==> config.mk <==
export PLATFORM = sky130hd
export DESIGN_NAME = ai_unit_top
export DESIGN_NICKNAME = d
export VERILOG_FILES = /design/src/rtl/ai_pkg.sv /design/src/rtl/ai_op_decode.sv /design/src/rtl/ai_unit_top.sv /design/src/rtl/dot_unit.sv /design/src/rtl/mul_pipe.sv
export SDC_FILE = /design/constraint.sdc
export NUM_CORES = 2
export LEC_CHECK = 0
export ABC_AREA = 1
export BUFFER_PORTS_ARGS = -buffer_cell sky130_fd_sc_hd__buf_4
export CORE_MARGIN = 2
export CORE_UTILIZATION = 45
export CTS_CLUSTER_SIZE = 25
export DETAILED_ROUTE_END_ITERATION = 8
export GPL_ROUTABILITY_DRIVEN = 0
export PLACE_DENSITY = 0.64
export SLEW_MARGIN = 20
export SYNTH_ARGS = -nofsm -noshare
export SYNTH_HDL_FRONTEND = slang
export SYNTH_SLANG_ARGS = --single-unit
==> constraint.sdc <==
create_clock -name clk_i -period 10.2 [get_ports clk_i]
set_input_delay 1.53 -clock clk_i [delete_from_list [all_inputs] [get_ports clk_i]]
set_output_delay 1.53 -clock clk_i [all_outputs]
set_load 0.005 [all_outputs]
==> src/rtl/ai_pkg.sv <==
package ai_pkg;

    localparam int DATA_W = 32;  // Operand and result width.
    localparam int FUNC_W = 4;   // Raw function code width from the core.

    // Encodings match the raw function codes of the core.
    typedef enum logic [FUNC_W-1:0] {
        OP_NOP     = 4'd0,
        OP_LDX_ONE = 4'd1,
        OP_LDX_TWO = 4'd2,
        OP_LDW_ONE = 4'd3,
        OP_LDW_TWO = 4'd4,
        OP_CLRX    = 4'd5,
        OP_CLRW    = 4'd6,
        OP_RUN     = 4'd7
    } ai_op_e;

    // Decoded micro-operation.
    typedef struct packed {
        ai_op_e            op;
        logic [DATA_W-1:0] opnd1;
        logic [DATA_W-1:0] opnd2;
    } ai_op_t;

    // Multiplier request.
    typedef struct packed {
        logic              valid;
        logic [DATA_W-1:0] a;
        logic [DATA_W-1:0] b;
    } mul_req_t;

endpackage

==> src/rtl/ai_op_decode.sv <==
`timescale 1ns/1ns

module ai_op_decode
    import ai_pkg::*;
(
    input  logic [FUNC_W-1:0] func_i,
    input  logic [DATA_W-1:0] opnd1_i,
    input  logic [DATA_W-1:0] opnd2_i,
    output ai_op_t            op_o
);

    ai_op_e op;
    logic   use_opnd;  // Operation carries data into a buffer.

    always_comb begin
        case (func_i)
            OP_LDX_ONE: op = OP_LDX_ONE;
            OP_LDX_TWO: op = OP_LDX_TWO;
            OP_LDW_ONE: op = OP_LDW_ONE;
            OP_LDW_TWO: op = OP_LDW_TWO;
            OP_CLRX:    op = OP_CLRX;
            OP_CLRW:    op = OP_CLRW;
            OP_RUN:     op = OP_RUN;
            default:    op = OP_NOP;  // Codes 8 to 15 as well.
        endcase
    end

    always_comb begin
        case (op)
            OP_LDX_ONE,
            OP_LDX_TWO,
            OP_LDW_ONE,
            OP_LDW_TWO: use_opnd = 1'b1;
            default:    use_opnd = 1'b0;
        endcase
    end

    // Non-load operations present zero operands to the buffers.
    always_comb begin
        op_o.op    = op;
        op_o.opnd1 = use_opnd ? opnd1_i : '0;
        op_o.opnd2 = use_opnd ? opnd2_i : '0;
    end

endmodule

==> src/rtl/ai_unit_top.sv <==
`timescale 1ns/1ns

module ai_unit_top
    import ai_pkg::*;
#(
    parameter int N_REGS  = 8,
    parameter int MUL_LAT = 3
) (
    input  logic              clk_i,
    input  logic              rstn_i,
    input  logic [FUNC_W-1:0] func_i,
    input  logic [DATA_W-1:0] opnd1_i,
    input  logic [DATA_W-1:0] opnd2_i,
    output logic [DATA_W-1:0] result_o,
    output logic              ready_o
);

    ai_op_t op;  // Decoded operation.

    ai_op_decode i_decode (
        .func_i  (func_i),
        .opnd1_i (opnd1_i),
        .opnd2_i (opnd2_i),
        .op_o    (op)
    );

    dot_unit #(
        .N_REGS  (N_REGS),
        .MUL_LAT (MUL_LAT)
    ) i_dot (
        .clk_i    (clk_i),
        .rstn_i   (rstn_i),
        .op_i     (op),
        .result_o (result_o),
        .ready_o  (ready_o)
    );

endmodule

==> src/rtl/dot_unit.sv <==
`timescale 1ns/1ns

module dot_unit
    import ai_pkg::*;
#(
    parameter int N_REGS  = 8,
    parameter int MUL_LAT = 3
) (
    input  logic              clk_i,
    input  logic              rstn_i,
    input  ai_op_t            op_i,
    output logic [DATA_W-1:0] result_o,
    output logic              ready_o
);

    localparam int CNT_W = $clog2(N_REGS + 1);
    localparam int IDX_W = (N_REGS > 1) ? $clog2(N_REGS) : 1;

    typedef enum logic {
        IDLE,
        WAIT_PRODUCT
    } state_e;

    // Buffer 0 holds x, buffer 1 holds w.
    logic [DATA_W-1:0]   buf_q [2][N_REGS];
    logic [CNT_W-1:0]    fill_q [2];
    logic [CNT_W-1:0]    fill_d [2];
    logic [1:0]          ld_one;
    logic [1:0]          ld_two;
    logic [1:0]          clr;
    logic [1:0]          wr0;
    logic [1:0]          wr1;
    logic                flush;
    logic [CNT_W-1:0]    min_fill;
    logic [CNT_W-1:0]    req_cnt_q;
    logic [CNT_W-1:0]    req_cnt_d;
    logic [CNT_W-1:0]    res_cnt_q;
    logic [CNT_W-1:0]    res_cnt_d;
    logic [DATA_W-1:0]   acc_q;
    logic [DATA_W-1:0]   acc_d;
    state_e              state_q;
    state_e              state_d;
    mul_req_t            req;
    logic [2*DATA_W-1:0] prod;
    logic                prod_valid;

    assign ld_one = {op_i.op == OP_LDW_ONE, op_i.op == OP_LDX_ONE};
    assign ld_two = {op_i.op == OP_LDW_TWO, op_i.op == OP_LDX_TWO};
    assign clr    = {op_i.op == OP_CLRW, op_i.op == OP_CLRX};
    assign flush  = |clr;

    // Writes past the buffer end are dropped one by one.
    always_comb begin
        for (int b = 0; b < 2; b++) begin
            wr0[b] = (ld_one[b] || ld_two[b]) && (fill_q[b] < N_REGS);
            wr1[b] = ld_two[b] && (fill_q[b] + 1 < N_REGS);
            if (clr[b]) begin
                fill_d[b] = '0;
            end else begin
                fill_d[b] = fill_q[b] + CNT_W'(wr0[b]) + CNT_W'(wr1[b]);
            end
        end
    end

    always_ff @(posedge clk_i) begin
        for (int b = 0; b < 2; b++) begin
            if (wr0[b]) buf_q[b][IDX_W'(fill_q[b])] <= op_i.opnd1;
            if (wr1[b]) buf_q[b][IDX_W'(fill_q[b] + 1'b1)] <= op_i.opnd2;
        end
    end

    assign min_fill = (fill_q[0] < fill_q[1]) ? fill_q[0] : fill_q[1];

    // Speculative multiply-accumulate, one request in flight at a time.
    always_comb begin
        state_d   = state_q;
        req_cnt_d = req_cnt_q;
        res_cnt_d = res_cnt_q;
        acc_d     = acc_q;
        req.valid = 1'b0;
        req.a     = buf_q[0][IDX_W'(req_cnt_q)];
        req.b     = buf_q[1][IDX_W'(req_cnt_q)];

        case (state_q)
            IDLE: begin
                if (req_cnt_q < min_fill) begin
                    req.valid = 1'b1;
                    req_cnt_d = req_cnt_q + 1'b1;
                    state_d   = WAIT_PRODUCT;
                end
            end
            WAIT_PRODUCT: begin
                if (prod_valid) begin
                    acc_d     = acc_q + prod[DATA_W-1:0];  // Low half only.
                    res_cnt_d = res_cnt_q + 1'b1;
                    if (req_cnt_q < min_fill) begin
                        req.valid = 1'b1;
                        req_cnt_d = req_cnt_q + 1'b1;
                    end else begin
                        state_d = IDLE;
                    end
                end
            end
            default: state_d = IDLE;
        endcase

        // A clear rewinds all speculative work.
        if (flush) begin
            req.valid = 1'b0;
            req_cnt_d = '0;
            res_cnt_d = '0;
            acc_d     = '0;
            state_d   = IDLE;
        end
    end

    always_ff @(posedge clk_i) begin
        if (!rstn_i) begin
            fill_q    <= '{default: '0};
            req_cnt_q <= '0;
            res_cnt_q <= '0;
            acc_q     <= '0;
            state_q   <= IDLE;
        end else begin
            fill_q    <= fill_d;
            req_cnt_q <= req_cnt_d;
            res_cnt_q <= res_cnt_d;
            acc_q     <= acc_d;
            state_q   <= state_d;
        end
    end

    mul_pipe #(
        .MUL_LAT (MUL_LAT)
    ) i_mul (
        .clk_i        (clk_i),
        .rstn_i       (rstn_i),
        .req_i        (req),
        .flush_i      (flush),
        .prod_o       (prod),
        .prod_valid_o (prod_valid)
    );

    assign result_o = acc_q;
    assign ready_o  = !((op_i.op == OP_RUN) && (res_cnt_q < min_fill));  // Stall run until done.

endmodule

==> src/rtl/mul_pipe.sv <==
`timescale 1ns/1ns

module mul_pipe
    import ai_pkg::*;
#(
    parameter int MUL_LAT = 3
) (
    input  logic                clk_i,
    input  logic                rstn_i,
    input  mul_req_t            req_i,
    input  logic                flush_i,
    output logic [2*DATA_W-1:0] prod_o,
    output logic                prod_valid_o
);

    logic [2*DATA_W-1:0] prod_q [MUL_LAT];
    logic [MUL_LAT-1:0]  valid_q;

    // Flush drops every product in flight, including this cycle's request.
    always_ff @(posedge clk_i) begin
        if (!rstn_i || flush_i) begin
            valid_q <= '0;
        end else begin
            valid_q[0] <= req_i.valid;
            for (int s = 1; s < MUL_LAT; s++) begin
                valid_q[s] <= valid_q[s-1];
            end
        end
    end

    // Stages only load when their input is valid.
    always_ff @(posedge clk_i) begin
        if (req_i.valid) begin
            prod_q[0] <= req_i.a * req_i.b;  // Full unsigned product.
        end
        for (int s = 1; s < MUL_LAT; s++) begin
            if (valid_q[s-1]) begin
                prod_q[s] <= prod_q[s-1];
            end
        end
    end

    assign prod_o       = prod_q[MUL_LAT-1];
    assign prod_valid_o = valid_q[MUL_LAT-1];

endmodule

==> impl_metrics.py <==
metrics = {
    "status": {
        "status": "finished clean",
    },
    "synth": {
        "ys_seq_elements": 660,
        "synth_flop_cell": "edfxtp_1",
        "synth_cell_type_count": 49,
        "synthTopCellsByArea": "edfxtp_1 37%, fa_1 17%, nand2_1 11%, o21ai_0 7.1%, inv_1 6.3%",
        "ys_top_cells_by_count": "1502 x nand2_1, 836 x inv_1, 761 x nor2_1, 707 x o21ai_0, 608 x edfxtp_1",
        "yosysMostFrequentCell": "nand2_1",
        "yosysTopAreaCell": "edfxtp_1",
        "yosysTopAreaCellShare": 0.3667,
        "synth_edf_count": 608,
        "synth_area_per_cell_um2": 8.383,
        "syn_area_mm2": 0.04978,
        "syn-num-nets": 6590,
        "ys_async_sr_fraction": 0,
        "ys_seq_area_frac": 0.3876,
        "ys_warn_count": 0,
        "netlist_instances": 5939,
    },
    "sta": {
        "hold_viol_final": 0,
        "finalCriticalPeriod_ns": 9.410,
        "fmax_mhz": 106.3,
        "fin_hold_ws_ns": 0.4123,
        "min_period_over_period": 0.9225,
        "slew_violations": 0,
        "setup-tns-final_ns": 0,
        "setup_viol": 0,
        "worst_slew_pin_slew_ns": 1.010,
        "maxSlewHeadroom": 0.3263,
        "rsz0062_at_grt": "false",
        "clock-skew-final_ns": 0.02732,
    },
    "clock_tree": {
        "clk_pin_slew_ns": 0.06,
        "insertion_delay_ns": 0.67,
        "cts_resized": 0,
        "cts_buffer_depth": 3,
        "cts_setup_buffers": 0,
        "cts_root_buffer": "clkbuf_16",
        "cts.htree.levels": 3,
        "cts_tree": "yes",
        "cts_sinks": 660,
        "hold_buffers": 0,
        "cts_buffers": 77,
    },
    "setup_path": {
        "startpoint_type": "register",
        "critPathCaptureType": "register",
        "worstSetupPathType": "reg2reg",
        "r2r_end": "i_dot.i_mul.prod_q[0][27]",
        "path_max_fanout": 108,
        "critical_path_required_ns": 10.61,
        "r2r_slack_ns": 0.79,
        "rr_worst_depth": 32,
        "r2r_start": "i_dot.req_cnt_q[0]",
        "arrival_ns": 9.82,
        "startpoint": "i_dot.req_cnt_q[0]",
        "max_stage_delay_ns": 0.78,
        "crit_slowest_cell": "dfxtp_4",
        "critPathMostFrequentCell": "inv_1",
        "crit_end": "i_dot.i_mul.prod_q[0][27]",
    },
    "routing": {
        "antenna_left": 0,
        "drc_errors": 0,
        "vias": 40040,
        "first_iter_violations": 4179,
        "vias_per_cell": 5.414,
        "wl_per_cell_um": 20.79,
        "routed_wl_mm": 153.8,
        "drtPass1Iterations": 8,
    },
    "die": {
        "rows": 122,
        "die_area_mm2": 0.1133,
        "start_util": 0.4517,
        "io_pins": 103,
        "core_mm2": 0.1102,
        "die_width_um": 336.6,
        "fp.dieH_um": 336.6,
    },
    "min_path": {
        "worst_hold_path.num_cells": 0,
        "hp-class": "reg2reg",
    },
    "cells_and_area": {
        "drive_above_1_share": 0.06281,
        "n_antenna_cell": 0,
        "layout.cells.non_filler": 7395,
        "finalNetCount": 6496,
        "final_util": 0.4911,
        "area_growth_pct": 8.716,
    },
    "global_route": {
        "grt_max_degree": 159,
        "grt_usage": 0.2728,
        "grt_pass1_wl_mm": 232.6,
        "grt_overflow": 0,
        "grt_pass1_vias": 38490,
        "antenna_found_initial": 0,
    },
    "job": {
        "maxCapViolCount": 0,
    },
    "placed_design": {
        "dp_cells": 7254,
        "port_buffers": 102,
        "dp_hpwl_mm": 97.31,
    },
}
logic make-up after synthesis:
logic type	share of synthesized area
AND/OR/NAND/NOR	0.1942
buffers and inverters	0.09980
AO/OA/AOI/OAI	0.09837
flip-flops	0.3876
adder cells (fa/ha/maj)	0.2080
XOR/XNOR	0.01196
worst max-delay path: cells and delay by family (launching register included):
family / cells / cell delay, ns
AO/OA/AOI/OAI: 9 / 1.91
XOR/XNOR: 1 / 0.14
adder cells (fa/ha/maj): 9 / 4.13
buffers and inverters: 9 / 1.73
flip-flops: 1 / 0.78
AND/OR/NAND/NOR: 4 / 0.36
state kept, by name (all words and copies together), names as in the netlist:
| name | count |
|---|---|
| i_dot.fill_q | 8 |
| i_dot.i_mul.prod_q | 96 |
| i_dot.buf_q | 512 |
| i_dot.state_q | 1 |
| i_dot.i_mul.valid_q | 3 |
| i_dot.res_cnt_q | 4 |
| i_dot.result_o | 32 |
| i_dot.req_cnt_q | 4 |
worst min-delay path by stage:
stage,startpoint,slack (ns),to
3_3_place_gp,i_dot.i_mul.prod_q[0][22],0.40,i_dot.i_mul.prod_q[0][86]
3_5_place_dp,i_dot.i_mul.prod_q[0][1],0.40,i_dot.i_mul.prod_q[0][65]
5_1_grt,i_dot.i_mul.prod_q[0][15],0.42,i_dot.i_mul.prod_q[0][79]
4_1_cts,i_dot.i_mul.prod_q[0][15],0.42,i_dot.i_mul.prod_q[0][79]
2_1_floorplan,i_dot.i_mul.prod_q[0][64],0.40,i_dot.i_mul.prod_q[0][128]
6_report,i_dot.i_mul.prod_q[0][15],0.41,i_dot.i_mul.prod_q[0][79]
placed cells by master, fill, tap and decap left out, types with 10 or more instances in the layout:
master	n
o21ai_0	698
a21oi_1	90
o21ai_4	10
o22ai_1	10
edfxtp_1	608
buf_4	176
nor3_1	13
dfxtp_1	49
o21ai_1	83
nand3b_1	13
clkinv_1	26
nand3_1	127
clkbuf_16	78
xor2_1	43
nand4_1	18
nand2_2	24
fa_1	411
clkbuf_1	13
ha_1	170
xnor2_1	25
nor2_1	760
clkinv_2	13
nand2_1	1500
inv_1	835
cell type report:
cell class	count	area, um^2
multi-input cells	4069	25750
clock inverters	48	535.5
fillers	10440	56090
well taps	1488	1862
inverters	856	3222
clock buffers	93	2028
flip-flops and latches	660	19310
repair buffers	181	1421
routing by layer:
metal | wire (um) | up-vias | global-route usage
met5 | 0 | - | 0
met4 | 7084 | 0 | 0.1192
met3 | 14550 | 377 | 0.04728
met2 | 71420 | 1949 | 0.4449
met1 | 60700 | 19170 | 0.3577
li1 | - | 18550 | -
metrics by stage:
step                worst slack [ns]  area (um^2)
floorplan                      2.481        49780
global placement               1.023        51560
detailed placement            0.8636        51560
CTS                           0.8512        54120
global route                  0.3485        54120
finish                        0.7905        54120
Power is left out: the tool's default activity adds up to more than one toggle a clock period on the data nets, which glitch-free logic cannot reach.
